<file path="src/cpuPkg.sv">
package cpuPkg;

  ////////////////////////////////////////////////////////////
  // opcodes, instr[31:26]
  ////////////////////////////////////////////////////////////
  localparam logic [5:0] rOp    = 6'b000000;
  localparam logic [5:0] jOp    = 6'b000010;
  localparam logic [5:0] jalOp  = 6'b000011;
  localparam logic [5:0] beqOp  = 6'b000100;
  localparam logic [5:0] bneOp  = 6'b000101;
  localparam logic [5:0] addiOp = 6'b001000;
  localparam logic [5:0] sltiOp = 6'b001010;
  localparam logic [5:0] andiOp = 6'b001100;
  localparam logic [5:0] oriOp  = 6'b001101;
  localparam logic [5:0] luiOp  = 6'b001111;
  localparam logic [5:0] lwOp   = 6'b100011;
  localparam logic [5:0] swOp   = 6'b101011;

  // function codes, r-type only
  localparam logic [5:0] sllFunc = 6'b000000;
  localparam logic [5:0] srlFunc = 6'b000010;
  localparam logic [5:0] jrFunc  = 6'b001000;
  localparam logic [5:0] addFunc = 6'b100000;
  localparam logic [5:0] subFunc = 6'b100010;
  localparam logic [5:0] andFunc = 6'b100100;
  localparam logic [5:0] orFunc  = 6'b100101;
  localparam logic [5:0] sltFunc = 6'b101010;

  localparam logic [21:0] ioMemTag = 22'h3f_ffff; // upper address bits of io space

  localparam int romDepth = 64;  // words
  localparam int ramDepth = 256; // words

  ////////////////////////////////////////////////////////////
  // control word, 16 bits
  ////////////////////////////////////////////////////////////
  typedef struct packed {
    logic       jr;
    logic       regDst;   // rd, else rt
    logic       aluSrc;   // immediate as operand b
    logic       regWrite;
    logic       memWrite;
    logic       memRead;
    logic       branch;   // beq
    logic       nBranch;  // bne
    logic       jmp;
    logic       jal;
    logic       iFormat;  // alu immediates, not lw/sw/beq/bne
    logic       sftmd;    // sll / srl
    logic [1:0] aluOp;    // {r or imm, branch}
    logic       ioRead;
    logic       ioWrite;
  } ctrlT;

  // apb requester outputs, 67 bits
  typedef struct packed {
    logic        psel;
    logic        penable;
    logic        pwrite;
    logic [31:0] paddr;
    logic [31:0] pwdata;
  } apbReqT;

  typedef struct packed {
    logic        pready;
    logic [31:0] prdata;
  } apbRspT;

endpackage

</file>
<file path="src/control32.sv">
`timescale 1ns/10ps

module control32 (
  input  logic [31:0]  instr,
  input  logic [21:0]  aluResultHigh, // address bits 31:10 from the alu
  output cpuPkg::ctrlT ctrl
);

  logic [5:0] opcode;
  logic [5:0] func;
  logic       rFormat;
  logic       lw;
  logic       sw;
  logic       isIo;

  assign opcode = instr[31:26];
  assign func   = instr[5:0];

  assign rFormat = (opcode == cpuPkg::rOp);
  assign lw      = (opcode == cpuPkg::lwOp);
  assign sw      = (opcode == cpuPkg::swOp);
  assign isIo    = (aluResultHigh == cpuPkg::ioMemTag); // io space tag

  ////////////////////////////////////////////////////////////
  // decode
  ////////////////////////////////////////////////////////////
  always_comb begin
    ctrl = '0;

    ctrl.iFormat = (opcode[5:3] == 3'b001);        // addi..lui
    ctrl.regDst  = rFormat;                        // rd for r-type
    ctrl.jr      = rFormat && (func == cpuPkg::jrFunc);
    ctrl.jmp     = (opcode == cpuPkg::jOp);
    ctrl.jal     = (opcode == cpuPkg::jalOp);
    ctrl.branch  = (opcode == cpuPkg::beqOp);
    ctrl.nBranch = (opcode == cpuPkg::bneOp);

    // jr has no destination
    ctrl.regWrite = (rFormat || lw || ctrl.jal || ctrl.iFormat) && !ctrl.jr;

    // loads and stores split on the address tag
    ctrl.memRead  = lw && !isIo;
    ctrl.memWrite = sw && !isIo;
    ctrl.ioRead   = lw && isIo;
    ctrl.ioWrite  = sw && isIo;

    ctrl.sftmd  = rFormat && (func[5:3] == 3'b000);     // sll, srl
    ctrl.aluOp  = {(rFormat || ctrl.iFormat), (ctrl.branch || ctrl.nBranch)};
    ctrl.aluSrc = ctrl.iFormat || lw || sw;             // imm into operand b
  end

endmodule

</file>
<file path="config.mk">
export PLATFORM = sky130hd
export DESIGN_NAME = control32
export DESIGN_NICKNAME = d
export VERILOG_FILES = /design/src/cpuPkg.sv /design/src/control32.sv
export SDC_FILE = /design/constraint.sdc
export NUM_CORES = 1
export LEC_CHECK = 0
export BUFFER_PORTS_ARGS = -buffer_cell sky130_fd_sc_hd__buf_2
export CAP_MARGIN = 40
export CORE_AREA = 2 2 39 41
export DETAILED_ROUTE_END_ITERATION = 6
export DIE_AREA = 0 0 41 43
export PLACE_DENSITY = 0.8
export SLEW_MARGIN = 20
export SYNTH_ARGS = -nofsm -noshare
export SYNTH_HDL_FRONTEND = slang
export SYNTH_SLANG_ARGS = --single-unit
</file>
<file path="constraint.sdc">
create_clock -name vclk -period 1.8
set_input_delay 0.18 -clock vclk [all_inputs]
set_output_delay 0.18 -clock vclk [all_outputs]
set_load 0.02 [all_outputs]
</file>
-- Yosys cells after proc, flatten, opt, wreduce, memory -nomap -nowiden
Cells that the tools add are included.
- bits of input ports: 54
- logic and storage cells: 27
- flip-flop bits (word level): 0
- equality and inequality tests: 9
- reduce and logical (&&, ||, !) cells: 18
- operator list (cell ; count):
    $eq 22x22->1 const B ; 1
    $eq 6x2->1 const B ; 2
    $eq 6x3->1 const B ; 2
    $eq 6x6->1 const B ; 2
    $logic_and 1x1->1 ; 7
    $logic_or 1x1->1 ; 7
    $eq 6x4->1 const B ; 1
    $logic_not 6->1 ; 1
    $eq 3x1->1 const B ; 1
    $logic_not 3->1 ; 1
    $logic_not 1->1 ; 2

-- Depth between registers and ports, before layout
- depth in word-level cells: 5
- mapped depth: 4
- mapped depth without buffers: 3

-- Least setup slack after synthesis
Ideal clock, no wire load.
- kind: input-to-output
- from: in instr[26]
- to: out ctrl[12] (netlist bit)
- arrival: 1202 ps
- buffers on the path: 1
- stages on the path: 4
- setup slack: 418 ps
- data required time: 1620 ps
- cells stage by stage: buf_2 > nor4_1 > and3_1 > a211oi_1
- RTL lines (what ; line ; text):
    start: declaration ; control32.sv:4 ; input logic [31:0] instr,
    end: declaration ; control32.sv:6 ; output cpuPkg::ctrlT ctrl

==> flow_summary.yaml <==
final_layout:
  diodes: 0
  seq_cell_count: 0
  seqCellArea_um2: 0
  fin_util_pct: 38.88
  area_growth_pct: 88.60
  final_area_um2: 538.0
  fin_cells: 109
  nClkBuffers: 0
  nFillCells: 145
  fin_nets: 149
  layout-drive-gt1-share_pct: 58.06
synthesis:
  synth_top_area_cell: "nand2_1"
  ys_seq_area_share_pct: 0
  post-synth-top-count-cell: "nand2_1"
  yosysTopAreaCellShare_pct: 9.211
  syn_inst: 46
  synth_common_cells: "nand2_1, nor2_1, nand4_1, nor3_1, nor4_1"
  syn_nets: 100
  synth_warnings: 0
  synth_cell_type_count: 23
  syn_area_per_cell_um2: 6.202
  syn_area_um2: 285.3
  synth.area.top_cells: "nand2_1, nand4_1, nand4_4, nor3_2, nor2_1"
global_routing:
  track_usage_pct: 11.39
  grt_max_degree: 11
  grt_first_pass_wirelength_um: 1566
  first_global_vias: 420
  gr-total-overflow: 0
  antenna_found_initial: 0
routing:
  drt-initial-drc-count: 4
  postRouteAntennaNets: 0
  drc: 0
  dr_total_vias: 509
  finalWirelength_um: 1072
  first_pass_iters: 4
  detail_route.wl_per_cell_um: 9.835
  viasPerCell: 4.670
floorplan:
  die-area_um2: 1763
  core-area_um2: 1384
  die_x_um: 41
  fp.dieH_um: 43
  ios: 70
  start_util_pct: 20.61
  rows: 14
placed_design:
  dp_cells: 109
  place.gp.congestion: 0.7137
  placed_area_um2: 538.0
  dp_hpwl_um: 999.2
  place.port_buffers: 50
critical_path:
  start_kind: "input port"
  cp.arrival_ns: 1.26
  crit_start: "aluResultHigh[20]"
  cp.required_ns: 1.62
  critPathKind: "in2out"
  cp_max_fo: 2
  endpoint_kind: "output pin"
  crit_path_end: "ctrl[0]"
sta:
  setup-violations-final: 0
  hold_viol: 0
  maxSlewHeadroom_pct: 75.54
  rsz0062_at_grt: "false"
  final_max_slew_viol_count: 0
  finalCritPeriodShare_pct: 79.75
  fmax_mhz: 696.6
  tightest_slew_ns: 0.3636
  finalSetupTns_ns: 0
  post-route-min-period_ns: 1.435
clock_network:
  post_cts_resized: 0
  cts_hold_buf: 0
  cts_setup_buffers: 0
min_path:
  min_path_type: "in2out"
job:
  drv_cap: 0
status:
  outcome: "completed"
power_and_ir_drop:
  power_leakage_nw: 0.3027
  p_per_area_nw_per_um2: 153.3
  vdd_drop_max_v: 0.00004202
worst min-delay path by stage:
stage | startpoint | to | slack [ns] | cells after the start
2_1_floorplan | instr[3] | ctrl[4] | 0.44 | 1
3_3_place_gp | instr[3] | ctrl[4] | 0.62 | 3
3_5_place_dp | instr[3] | ctrl[4] | 0.62 | 3
4_1_cts | instr[3] | ctrl[4] | 0.62 | 3
5_1_grt | instr[3] | ctrl[4] | 0.66 | 3
6_report | instr[3] | ctrl[4] | 0.62 | 3
power by group:
| group | switching (W) | total (W) | internal [W] |
|---|---|---|---|
| Combinational | 0.0000423 | 0.0000825 | 0.0000402 |
| Sequential | 0 | 0 | 0 |
| Clock | 0 | 0 | 0 |
cell usage in the layout (no fill, tap or decap):
master | netlist | layout
nor3_1 | 3 | 3
and2_1 | 1 | 1
nand4bb_1 | 1 | 1
nor4b_1 | 1 | 1
nand3_1 | 2 | 2
nor2b_1 | 2 | 2
buf_2 | 2 | 50
or3_1 | 1 | 1
nor3_2 | 2 | 2
nor3b_1 | 1 | 1
nand4_1 | 4 | 4
nor4_1 | 3 | 3
o31ai_1 | 1 | 1
a211oi_1 | 1 | 1
a21oi_1 | 2 | 2
nand2_1 | 7 | 7
inv_1 | 1 | 1
nor2_1 | 5 | 5
nand4_4 | 1 | 1
o21bai_1 | 1 | 1
and3_1 | 2 | 2
or4_4 | 1 | 1
through the flow:
step / hold WS [ns] / total power (W) / worst slack [ns]
6_report: 0.6220 / 0.00008250 / 0.3645
5_1_grt: 0.6555 / 0.00009058 / 0.2747
4_1_cts: 0.6244 / 0.00008265 / 0.3538
3_5_place_dp: 0.6231 / 0.00008250 / 0.3556
3_3_place_gp: 0.6219 / 0.00008084 / 0.3644
2_1_floorplan: 0.4398 / 0.00003315 / 0.4175
worst max-delay path, stage by stage:
cell and delay (ns):
buf_2 0.08, nand4_1 0.11, or4_4 0.56, nor3_2 0.15, buf_2 0.18
layout make-up:
| type | count | area [um^2] | area share, % |
|---|---|---|---|
| multi-input combinational | 42 | 264.0 | 49.07 |
| timing repair buffer | 50 | 250.2 | 46.51 |
| tap | 16 | 20.02 | 3.721 |
| inverter | 1 | 3.754 | 0.6977 |
cells by family after synthesis:
family                 after synthesis  share of synthesized area, %
AOI/OAI and AO/OA                    5                         11.41
and+or+nand+nor                     37                         81.14
buffers and inverters                4                         7.456
metal layers:
metal	vias to the layer above	part of all wire [%]	GRT usage, %
met2	19	52	20.63
met3	0	6.1	0
met1	220	42	15.19
met5	-	0	0
li1	270	-	-
met4	0	0	0
(Power assumes the default switching activity.)
