## src/program.hex

```
// one instruction word per line, rom word 0 first
// io base in $1 is ffff_fc00, each sw to it is one apb write
2001FC00 // addi $1,$0,-1024
20020064 // addi $2,$0,100
2003FFF9 // addi $3,$0,-7
00432020 // add  $4,$2,$3
AC240000 // sw   $4,0($1)
00432022 // sub
AC240004
00432024 // and
AC240008
00432025 // or
AC24000C
0062202A // slt  $4,$3,$2
AC240010
3064FF0F // andi $4,$3,0xff0f
AC240014
34448001 // ori  $4,$2,0x8001
AC240018
2864FFFA // slti $4,$3,-6
AC24001C
3C05A5C3 // lui  $5,0xa5c3
AC250020
00052100 // sll  $4,$5,4
AC240024
00052202 // srl  $4,$5,8
AC240028
AC050040 // sw   $5,64($0) to ram
8C060040 // lw   $6,64($0)
AC26002C
8C270030 // lw   $7,48($1) io read
20E70005 // addi $7,$7,5
AC270034
10420001 // beq  taken
AC200000 // skipped
1442FFFE // bne  not taken
1043FFFD // beq  not taken
14430001 // bne  taken
AC200000 // skipped
08000027 // j    39
AC200000 // skipped
0C00002A // jal  42
AC22003C // last write after return
08000029 // j    41, park
AC3F0038 // sw   $31,56($1) link value
03E00008 // jr   $31
AC200000 // skipped

```

## src/cpuPkg.sv

```systemverilog
package cpuPkg;

  ////////////////////////////////////////////////////////////
  // opcodes, instr[31:26]
  ////////////////////////////////////////////////////////////
  localparam logic [5:0] rOp    = 6'b000000;
  localparam logic [5:0] jOp    = 6'b000010;
  localparam logic [5:0] jalOp  = 6'b000011;
  localparam logic [5:0] beqOp  = 6'b000100;
  localparam logic [5:0] bneOp  = 6'b000101;
  localparam logic [5:0] addiOp = 6'b001000;
  localparam logic [5:0] sltiOp = 6'b001010;
  localparam logic [5:0] andiOp = 6'b001100;
  localparam logic [5:0] oriOp  = 6'b001101;
  localparam logic [5:0] luiOp  = 6'b001111;
  localparam logic [5:0] lwOp   = 6'b100011;
  localparam logic [5:0] swOp   = 6'b101011;

  // function codes, r-type only
  localparam logic [5:0] sllFunc = 6'b000000;
  localparam logic [5:0] srlFunc = 6'b000010;
  localparam logic [5:0] jrFunc  = 6'b001000;
  localparam logic [5:0] addFunc = 6'b100000;
  localparam logic [5:0] subFunc = 6'b100010;
  localparam logic [5:0] andFunc = 6'b100100;
  localparam logic [5:0] orFunc  = 6'b100101;
  localparam logic [5:0] sltFunc = 6'b101010;

  localparam logic [21:0] ioMemTag = 22'h3f_ffff; // upper address bits of io space

  localparam int romDepth = 64;  // words
  localparam int ramDepth = 256; // words

  ////////////////////////////////////////////////////////////
  // control word, 16 bits
  ////////////////////////////////////////////////////////////
  typedef struct packed {
    logic       jr;
    logic       regDst;   // rd, else rt
    logic       aluSrc;   // immediate as operand b
    logic       regWrite;
    logic       memWrite;
    logic       memRead;
    logic       branch;   // beq
    logic       nBranch;  // bne
    logic       jmp;
    logic       jal;
    logic       iFormat;  // alu immediates, not lw/sw/beq/bne
    logic       sftmd;    // sll / srl
    logic [1:0] aluOp;    // {r or imm, branch}
    logic       ioRead;
    logic       ioWrite;
  } ctrlT;

  // apb requester outputs, 67 bits
  typedef struct packed {
    logic        psel;
    logic        penable;
    logic        pwrite;
    logic [31:0] paddr;
    logic [31:0] pwdata;
  } apbReqT;

  typedef struct packed {
    logic        pready;
    logic [31:0] prdata;
  } apbRspT;

endpackage

```

## src/instrFetch.sv

```systemverilog
`timescale 1ns/10ps

module instrFetch (
  input  logic         clock,
  input  logic         rstN,
  input  logic         stall,     // io access in flight
  input  cpuPkg::ctrlT ctrl,
  input  logic         zero,
  input  logic [31:0]  jrTarget,  // rs value
  output logic [31:0]  instr,
  output logic [31:0]  pcPlus4
);

  logic [31:0] pc;
  logic [31:0] nextPc;
  logic [31:0] branchTarget;
  logic [31:0] jumpTarget;
  logic        branchTaken;

  // program rom, word addressed
  logic [31:0] rom [cpuPkg::romDepth];

  initial $readmemh("/design/src/program.hex", rom);

  assign instr   = rom[pc[$clog2(cpuPkg::romDepth)+1:2]];
  assign pcPlus4 = pc + 32'd4;

  ////////////////////////////////////////////////////////////
  // next pc
  ////////////////////////////////////////////////////////////
  assign branchTarget = pcPlus4 + {{14{instr[15]}}, instr[15:0], 2'b00};
  assign jumpTarget   = {pcPlus4[31:28], instr[25:0], 2'b00}; // pseudo-direct
  assign branchTaken  = (ctrl.branch && zero) || (ctrl.nBranch && !zero);

  always_comb begin
    if (ctrl.jr) nextPc = jrTarget;                      // highest priority
    else if (ctrl.jmp || ctrl.jal) nextPc = jumpTarget;
    else if (branchTaken) nextPc = branchTarget;
    else nextPc = pcPlus4;
  end

  always_ff @(posedge clock) begin
    if (!rstN) begin
      pc <= '0;
    end else if (!stall) begin
      pc <= nextPc; // frozen while apb waits
    end
  end

  // a jump or branch must never leave the rom
  pcInRom: assert property (@(posedge clock) disable iff (!rstN)
    pc < cpuPkg::romDepth * 4);

endmodule

```

## config.mk

```make
export PLATFORM = sky130hd
export DESIGN_NAME = instrFetch
export DESIGN_NICKNAME = d
export VERILOG_FILES = /design/src/cpuPkg.sv /design/src/instrFetch.sv
export SDC_FILE = /design/constraint.sdc
export NUM_CORES = 1
export LEC_CHECK = 0
export BUFFER_PORTS_ARGS = -buffer_cell sky130_fd_sc_hd__buf_4
export CORE_MARGIN = 2
export CORE_UTILIZATION = 48
export CTS_CLUSTER_SIZE = 14
export DETAILED_ROUTE_END_ITERATION = 8
export PLACE_DENSITY = 0.86
export SYNTH_ARGS = -nofsm -noshare
export SYNTH_HDL_FRONTEND = slang
export SYNTH_SLANG_ARGS = --single-unit
```

## constraint.sdc

```tcl
create_clock -name clock -period 2.35 [get_ports clock]
set_input_delay 0.3525 -clock clock [delete_from_list [all_inputs] [get_ports clock]]
set_output_delay 0.3525 -clock clock [all_outputs]
set_load 0.02 [all_outputs]
```

**Yosys cells after proc, flatten, opt, wreduce, memory -nomap -nowiden**

Cells that the tools add are included.

- Reductions and logical operators: 5
- Add/subtract/negate cells: 2
- Multiplexer cells: 3

Operators with widths:

| cell | number |
|---|---|
| 2-to-1 mux 32 bit | 3 |
| adder 32 x 3 -> 32 bit (second input constant) | 1 |
| adder 32 bit (second input constant) | 1 |
| logical AND 1 bit | 2 |
| logical OR 1 bit | 2 |
| logical NOT 1 bit | 1 |

- Logic and storage cells: 11
- Input port bits: 52
- Flip-flop bits (word level): 32
- Output and inout bits: 64

**Longest topological paths before layout**

Gate-level depths: netlist (run 1).

- Depth after elaboration: 6
- Mapped depth: 8
- Gate-level depth less buffers: 6

**Worst setup path before layout (run 1)**

Ideal clock, no wire load.

- Path kind: register -> output
- Start: reg pc[4]
- End: out pcPlus4[29]
- Slack: 0.166 ns
- Buffers on the path: 1
- Data arrival time: 1.831 ns
- Required time: 1.997 ns
- Cell stages (with the launch flop): 7
- Path through: dfxtp_1 buf_2 nand4_1 nor3_2 nand3_1 nor2_1 xor2_1

- Longest elaborated chain between the ends: 1

RTL lines:

| element | line | source |
|---|---|---|
| start, declared | instrFetch.sv:14 | `logic [31:0] pc;` |
| start signal, assigned | instrFetch.sv:46 | `pc <= nextPc;` |
| adder 32 x 3 -> 32 bit | instrFetch.sv:26 | `assign pcPlus4 = pc + 32'd4;` |
| end, declared | instrFetch.sv:11 | `output logic [31:0] pcPlus4` |

No other way between the ends.

**Final worst setup path (run 1)**

- Start: reg pc[4]
- End: out pcPlus4[24]

Same word-level chain as after synthesis.

==> results of run 1 <==
[final timing paths]
check                     end         start  depth (start not counted)
setup / recovery  pcPlus4[24]         pc[4]                          7
setup reg to reg       pc[28]         pc[4]                          7
hold reg to reg         pc[0]         pc[0]                          2
hold / removal         pc[20]  jrTarget[20]                          3
[area by class of cell]
class | instances | share of cell area
Clock buffer | 6 | 0.0248
Clock inverter | 2 | 0.00301
Inverter | 6 | 0.00677
Multi-Input combinational cell | 280 | 0.530
Sequential cell | 32 | 0.198
Tap cell | 70 | 0.0263
Timing Repair Buffer | 93 | 0.211
[synth_stat cells, types with 2 or more instances]
master,instances,share of area
inv_1,6,0.0086
and2_1,2,0.0048
mux2i_1,3,0.012
nor3_1,8,0.015
and4_1,5,0.017
dfxtp_1,32,0.25
o31a_1,2,0.0067
o211ai_1,6,0.017
nand4_1,9,0.022
nor4_4,2,0.016
buf_2,4,0.0077
and3_1,8,0.019
xor2_1,12,0.040
a211o_1,2,0.0067
a22oi_1,8,0.023
o21ai_0,17,0.033
nor4_1,2,0.0048
a22o_1,3,0.010
o41ai_1,3,0.010
nor2_1,30,0.043
mux2_2,2,0.0086
buf_4,34,0.098
xnor2_1,16,0.054
o22ai_1,2,0.0048
clkbuf_1,21,0.030
a32oi_1,4,0.013
a31oi_1,5,0.012
a221oi_1,3,0.010
nand3b_1,4,0.012
nand3_1,21,0.040
nand2_1,33,0.047
a32o_1,2,0.0077
o31ai_1,3,0.0086
a21oi_1,12,0.023
or4_1,2,0.0058
[metal layers]
layer	vias to the layer above	routed length, µm	GRT usage
met5	-	0	0
met4	0	200	0.104
met3	17	635	0.0360
met2	162	3730	0.399
met1	1334	3090	0.300
li1	1330	-	-
[through the flow]
step | hold slack (ns) | cell area (µm²) | setup TNS (ns)
2_1_floorplan | 0.454 | 2730 | 0
3_3_place_gp | 0.464 | 3120 | 0
3_5_place_dp | 0.473 | 3120 | 0
4_1_cts | 0.269 | 3250 | 0
5_1_grt | 0.279 | 3330 | -0.306
6_report | 0.270 | 3330 | -0.00764
[tightest hold or removal path, delay by kind of cell]
kind,cells,cell delay (ns)
buffers and inverters,1,0.08
AO/OA/AOI/OAI,2,0.09
[kinds of logic (layout without fill, tap and decap cells)]
logic type	count (synthesis)	count (layout)	synth area share
buffers and inverters	66	107	0.146
DFF	32	32	0.245
adders and majority gates	1	1	0.00479
other	1	32	0.00144
xor gates and xnor gates	28	28	0.0940
muxes	5	5	0.0201
and+or+nand+nor	134	134	0.278
AOI/OAI and AO/OA	80	80	0.211
[power groups by stage]
stage	Sequential (W)	Clock (W)	Combinational, W
floorplan	0.000607	0	0.000252
global placement	0.000615	0	0.000324
detailed placement	0.000618	0	0.000329
CTS	0.000607	0.000457	0.000331
global route	0.000615	0.000475	0.000363
finish	0.000611	0.000452	0.000339
[repair_timing]
item | in CTS | in global routing
pin swaps | 3 | 10
hold buffers | 0 | 0
setup buffers | 3 | 2
hold endpoints to repair | 0 | 0
resized for setup | 3 | 22
setup endpoints to repair | 15 | 19
==> reports/metrics.yaml, run 1 <==
worst_setup_path:
  cp_top_family: "simple AND/OR/NAND/NOR gates"
  critPathRequiredTime_ns: 2.00
  crit_chain: "buf_6 -> nand3_4 -> nor4_4 -> buf_4 -> nand4_1 -> xnor2_1 -> buf_4"
  cp-end-kind: "output port"
  path_buf_inv: 3
  start_kind: "flop"
  crit_top_cell: "buf_4"
  crit_path_top_delay_cell: "dfxtp_1"
  critPathMaxFanout: 7
  arrival_ns: 2.01
  reg2reg_slack_ns: 0.38
  cpPeakStageDelay_ns: 0.37
  critPathKind: "flop to output port"
pwr:
  comb_power_share: 0.242
  power_density_mw_per_mm2: 421
  pwr-share-seq: 0.436
  ir_drop_uv: 186
  p_clk_frac: 0.322
  swShare: 0.328
  p_leak_nw: 1.50
  p_int_w: 0.000942
  p_sw_w: 0.000460
  power.total_w: 0.00140
logic_synthesis:
  synth_cells: 347
  ys_warn_count: 0
  ys_seq_area_frac: 0.245
  avgSynthCellArea_um2: 7.52
  ys.flop_type: "dfxtp_1"
  syn_area_mm2: 0.00261
  async_flop_share: 0
  synth_seq_cells: 32
  synth-edff-count: 0
  synth.distinct_cells: 54
global_route:
  antenna_found_initial: 0
  grt_max_degree: 41
  grt_pass1_vias: 2536
  overflow: 0
  grt_pass1_wl_um: 11700
  track_usage: 0.238
finish:
  final_common_cell: "buf_4"
  seq_area_um2: 659
  final_cell_mix: "buf_4 (92), nand2_1 (32), conb_1 (32)"
  fin_util: 0.643
  diodes: 0
  n_fill_cell: 445
  regMostFlops: "pc"
  area_delta_synth_final_pct: 27.5
  largest_register_ffs: 32
  nNetsFinal: 471
  drive_gt1_frac: 0.308
  finalNonFillerCells: 489
  multi_input_area_mm2: 0.00176
  top_regs: "pc (32)"
detailed_routing:
  via_per_inst: 5.81
  drc: 0
  drt-pass1-iter-count: 5
  routed_wirelength_um: 7650
  ant_nets: 0
  drt_iter0_drc: 250
  vias: 2843
  routed_wire_length_per_instance_um: 15.7
sta:
  finalSetupViolations: 1
  relSlewSlack: 0.626
  worst_pin_slew_ns: 0.561
  fmax_ghz: 0.424
  setup_ws_ns: -0.00764
  rsz0062_at_grt: "yes"
  maxSlewViolCount: 0
  finClkSkew_ns: 0.00410
  fin_crit_sh: 1.00
  period_minus_slack_ns: 2.36
  final_hold_viol_count: 0
clock_tree:
  clock-sinks: 32
  htreeDepth: 2
  clock_latency_ns: 0.29
  cts_buffers: 5
  cts_tree: "yes"
  clock_path_buffers: 2
  path_clk_slew_ns: 0.07
  root_buffer: "clkbuf_8"
floorplan:
  ios: 116
  fp-row-count: 26
  floorplan.initialDensity: 0.505
  die-area_mm2: 0.00604
  die_w_um: 77.7
  core_area_mm2: 0.00517
  fp.dieH_um: 77.7
place:
  finalWeightedCongestion: 0.901
  post-place-ws_ns: 0.198
  io_buffers: 69
  dp.cells: 476
  dpl.hpwl_um: 5120
job:
  maxCapViolCount: 0
status:
  violations: "setup timing"
  status: "complete, but fails checks"
hold_path:
  min_path_type: "primary input to flop"
No activity file was read; power rests on OpenSTA's default activity.
==> run 2: changes to the inputs <==
==> constraint.sdc (replaced) <==
create_clock -name clock -period 2.2 [get_ports clock]
set_input_delay 0.22 -clock clock [delete_from_list [all_inputs] [get_ports clock]]
set_output_delay 0.22 -clock clock [all_outputs]
set_load 0.02 [all_outputs]
==> run 2 against run 1 <==
  * The run now ends clean
  * Total power grew 6.5%
  * Cell count rose by 0.82%
  * Sequential share of layout area fell by 0.086 points
  * First-iteration DRC count increased by 64%
  * Flip-flop and latch count is the same
  * Non-clock buffer count is 4 higher
  * Largest cell class unchanged
  * Worst setup slack improved by 0.012 ns
  * Clock skew rose by 0.0013 ns
  * Global-route usage rose by 0.71 points
==> reports/metrics.yaml, run 2 (synthesis gave the netlist of run 1 again) <==
finish:
  final_common_cell: "buf_4"
  nNetsFinal: 475
  top_regs: "pc (32)"
  drive_gt1_frac: 0.322
  largest_register_ffs: 32
  area_delta_synth_final_pct: 29.5
  regMostFlops: "pc"
  fin_util: 0.654
  diodes: 0
  n_fill_cell: 430
  final_cell_mix: "buf_4 (95), conb_1 (32), nand2_1 (31)"
detailed_routing:
  routed_wire_length_per_instance_um: 15.2
  vias: 2864
  via_per_inst: 5.81
  routed_wirelength_um: 7510
  drt_iter0_drc: 409
  ant_nets: 0
  drt-pass1-iter-count: 5
  drc: 0
sta:
  maxSlewViolCount: 0
  rsz0062_at_grt: "yes"
  setup_ws_ns: 0.00407
  fmax_ghz: 0.455
  hold_ws_ns: 0.135
  finalSetupViolations: 0
  period_minus_slack_ns: 2.20
  worst_pin_slew_ns: 0.552
  fin_crit_sh: 0.998
  relSlewSlack: 0.632
  final_hold_viol_count: 0
  finClkSkew_ns: 0.00535
worst_setup_path:
  reg2reg_slack_ns: 0.14
  endpoint: "pcPlus4[28]"
  ff2ff_path_depth: 8
  r2r_start: "pc[4]"
  critPathKind: "flop to output port"
  critPathMaxFanout: 8
  cp-end-kind: "output port"
  start_kind: "flop"
  critPathLaunch: "pc[4]"
  critPathRequiredTime_ns: 1.98
  worstReg2RegEnd: "pc[30]"
  arrival_ns: 1.98
pwr:
  p_leak_nw: 1.53
  power.total_w: 0.00149
  swShare: 0.322
  p_clk_frac: 0.321
  p_sw_w: 0.000481
  p_int_w: 0.00101
  ir_drop_uv: 280
  pwr-share-seq: 0.434
  comb_power_share: 0.245
  power_density_mw_per_mm2: 442
place:
  post-place-ws_ns: 0.211
  dpl.hpwl_um: 5110
  io_buffers: 69
  finalWeightedCongestion: 0.896
global_route:
  overflow: 0
  track_usage: 0.245
  grt_pass1_wl_um: 12000
  grt_pass1_vias: 2617
  antenna_found_initial: 0
  grt_max_degree: 41
clock_tree:
  clock_path_buffers: 2
  path_clk_slew_ns: 0.07
  clock-sinks: 32
  htreeDepth: 2
  clock_latency_ns: 0.29
  cts_buffers: 5
  root_buffer: "clkbuf_8"
  cts_tree: "yes"
  cts_hold_buf: 0
status:
  status: "completed"
floorplan:
  ios: 116
  floorplan.initialDensity: 0.505
  fp-row-count: 26
  fp.dieH_um: 77.7
  die-area_mm2: 0.00604
  die_w_um: 77.7
  core_area_mm2: 0.00517
job:
  maxCapViolCount: 0
hold_path:
  min_path_type: "primary input to flop"
-- run 2: cell types whose count changed in the layout (fill, tap and decap cells not counted), sizes merged --
cell    delta
buf        +4
clkbuf     +2
clkinv     -2
-- run 2: how the worst min path moves through the flow --
stage / startpoint / end / cells after the start
after global placement: jrTarget[27] / pc[27] / 3
after detailed placement: jrTarget[26] / pc[26] / 3
after CTS: jrTarget[26] / pc[26] / 3
after global routing: jrTarget[19] / pc[19] / 3
final: jrTarget[27] / pc[27] / 3
after floorplan: jrTarget[27] / pc[27] / 2
-- run 2: worst max-delay path, cell delays in order (launching register included) --
cell	delay, ns
dfxtp_1	0.35
buf_4	0.18
nand3_4	0.10
nor4_4	0.30
buf_6	0.18
nand4_1	0.16
xnor2_1	0.24
buf_4	0.18
-- run 2: final cells by class --
cell class | instances | area, µm² | share of cell area
clock buffer | 8 | 90.1 | 0.0266
inverter | 6 | 22.5 | 0.00666
multi-input combinational | 280 | 1780 | 0.526
sequential | 32 | 667 | 0.197
tap | 70 | 87.6 | 0.0259
timing repair buffer | 97 | 736 | 0.218
-- run 2: metal layers --
| metal | global-route usage | part of all wire |
|---|---|---|
| met5 | 0 | 0 |
| met4 | 0.120 | 0.023 |
| met3 | 0.0547 | 0.080 |
| met2 | 0.395 | 0.50 |
| met1 | 0.307 | 0.40 |
-- run 2: what timing repair did --
| item | CTS | global route |
|---|---|---|
| gates cloned | 0 | 0 |
| setup buffers | 5 | 1 |
| setup endpoints to repair | 13 | 17 |
| resized for setup | 8 | 27 |
| pin swaps | 6 | 10 |
| hold endpoints to repair | 0 | 0 |
-- run 2: power groups by stage --
| stage | Sequential, W | Clock, W | Combinational [W] |
|---|---|---|---|
| 2_1_floorplan | 0.000649 | 0 | 0.000269 |
| 3_3_place_gp | 0.000655 | 0 | 0.000352 |
| 3_5_place_dp | 0.000657 | 0 | 0.000358 |
| 4_1_cts | 0.000646 | 0.000481 | 0.000359 |
| 5_1_grt | 0.000652 | 0.000509 | 0.000395 |
| 6_report | 0.000648 | 0.000479 | 0.000366 |
-- run 2: through the flow --
step           instance area, µm²  cells  setup TNS (ns)
5_1_grt                      3380    493          -0.293
6_report                     3380    493               0
4_1_cts                      3290    492               0
3_5_place_dp                 3140    479               0
2_1_floorplan                2730    378               0
3_3_place_gp                 3140    479               0
==> run 3: changes to the inputs <==
--- a/config.mk
+++ b/config.mk
@@ -6,8 +6,10 @@
 export NUM_CORES = 1
 export LEC_CHECK = 0
 export BUFFER_PORTS_ARGS = -buffer_cell sky130_fd_sc_hd__buf_4
+export CELL_PAD_IN_SITES_DETAIL_PLACEMENT = 1
+export CELL_PAD_IN_SITES_GLOBAL_PLACEMENT = 1
 export CORE_MARGIN = 2
-export CORE_UTILIZATION = 48
+export CORE_UTILIZATION = 33
 export CTS_CLUSTER_SIZE = 14
 export DETAILED_ROUTE_END_ITERATION = 8
 export PLACE_DENSITY = 0.86
==> run 3 against run 2 <==
  * First-iteration DRC count decreased by 70%
  * Largest cell class unchanged
  * Register-to-register slack improved by 0.10 ns
  * Critical path depth decreased by 1
  * Flip-flop and latch count unchanged
  * Via count increased by 0.70%
  * Non-clock buffer count increased by 7
  * Clock skew decreased by 0.0018 ns
  * Combinational power increased by 5.5%
  * Cell count increased by 7.7%
==> reports/metrics.yaml, run 3 (synthesis gave the netlist of run 1 again) <==
status:
  status: "completed"
finish:
  top_regs: "pc (32)"
  area_delta_synth_final_pct: 38.8
  fin_area_mm2: 0.00362
  regMostFlops: "pc"
  n_fill_cell: 960
  final_common_cell: "buf_4"
  multi_input_area_mm2: 0.00188
  diodes: 0
  final_cell_mix: "buf_4 (98), nand2_1 (32), conb_1 (32)"
  fin_util: 0.471
  nNetsFinal: 482
  finalNonFillerCells: 531
  seq_area_um2: 674
  largest_register_ffs: 32
  drive_gt1_frac: 0.382
sta:
  rsz0062_at_grt: "yes"
  fin_crit_sh: 0.994
  setup_ws_ns: 0.0136
  maxSlewViolCount: 0
  finClkSkew_ns: 0.00353
  final_hold_viol_count: 0
  relSlewSlack: 0.643
  period_minus_slack_ns: 2.19
  worst_pin_slew_ns: 0.535
  finalSetupViolations: 0
  fmax_ghz: 0.457
detailed_routing:
  routed_wirelength_um: 9350
  drt-pass1-iter-count: 4
  drt_iter0_drc: 122
  routed_wire_length_per_instance_um: 17.6
  via_per_inst: 5.43
  drc: 0
  vias: 2884
  ant_nets: 0
worst_setup_path:
  arrival_ns: 1.97
  start_kind: "flop"
  cp-end-kind: "output port"
  critPathMaxFanout: 6
  critPathKind: "flop to output port"
  critPathRequiredTime_ns: 1.98
floorplan:
  fp-row-count: 32
  fp.dieH_um: 92.9
  ios: 116
  core_area_mm2: 0.00769
  die_w_um: 92.9
  floorplan.initialDensity: 0.340
  die-area_mm2: 0.00864
clock_tree:
  clock_path_buffers: 2
  root_buffer: "clkbuf_8"
  htreeDepth: 2
  cts_tree: "yes"
  clock-sinks: 32
  clock_latency_ns: 0.29
  cts_buffers: 5
  path_clk_slew_ns: 0.06
  cts_hold_buf: 0
hold_path:
  min_path_type: "primary input to flop"
pwr:
  p_leak_nw: 1.60
  power_density_mw_per_mm2: 425
  ir_drop_uv: 183
place:
  post-place-ws_ns: 0.0826
  dp.cells: 512
  io_buffers: 69
  placement.cell_area_mm2: 0.00320
  dpl.hpwl_um: 6350
  finalWeightedCongestion: 0.804
global_route:
  antenna_found_initial: 0
  grt_max_degree: 34
  overflow: 0
  grt_pass1_vias: 2904
  grt_pass1_wl_um: 14100
  track_usage: 0.204
job:
  maxCapViolCount: 0
run 3: layout make-up:
class	count	share of cell area
Clock buffer	7	0.0266
Inverter	6	0.00622
Multi-Input combinational cell	280	0.519
Sequential cell	32	0.186
Tap cell	102	0.0352
Timing Repair Buffer	104	0.227
run 3: repair_timing:
item,in CTS,in global routing
endpoints found under the setup margin,19,19
hold endpoints to repair,0,0
pin swaps,6,16
buffers inserted,6,7
gates resized for setup,20,43
run 3: critical path, stage by stage, from the launching register on:
cell and delay, ns:
dfxtp_4 0.37, nand4_1 0.24, nor3_4 0.38, nand3_4 0.19, nor2_4 0.16, xor2_2 0.19
buf_6 0.14
run 3: stage by stage:
step	setup TNS, ns	hold slack (ns)	power (W)
3_5_place_dp	0	0.436	0.00103
3_3_place_gp	0	0.425	0.00102
6_report	0	0.132	0.00154
5_1_grt	-0.748	0.139	0.00162
4_1_cts	0	0.132	0.00154
2_1_floorplan	0	0.337	0.000918
run 3: worst paths after layout:
path                      end  cells past startpoint          from  slack (ns)
setup reg to reg       pc[28]                      6         pc[7]        0.24
setup / recovery  pcPlus4[31]                      6         pc[3]        0.01
hold reg to reg         pc[1]                      2         pc[1]        0.50
hold / removal         pc[26]                      3  jrTarget[26]        0.13
run 3: power by group:
part / switching [W] / leakage, nW / internal (W)
Clock: 0.000226 / 0.0503 / 0.000279
Sequential: 0.0000439 / 0.271 / 0.000608
Combinational: 0.000228 / 1.27 / 0.000158
Total: 0.000497 / 1.60 / 0.00104
run 3: layer usage:
| layer | GRT usage | share of wire |
|---|---|---|
| met1 | 0.242 | 0.42 |
| met2 | 0.359 | 0.51 |
| met3 | 0.0431 | 0.044 |
| met4 | 0.0784 | 0.026 |
| met5 | 0 | 0 |
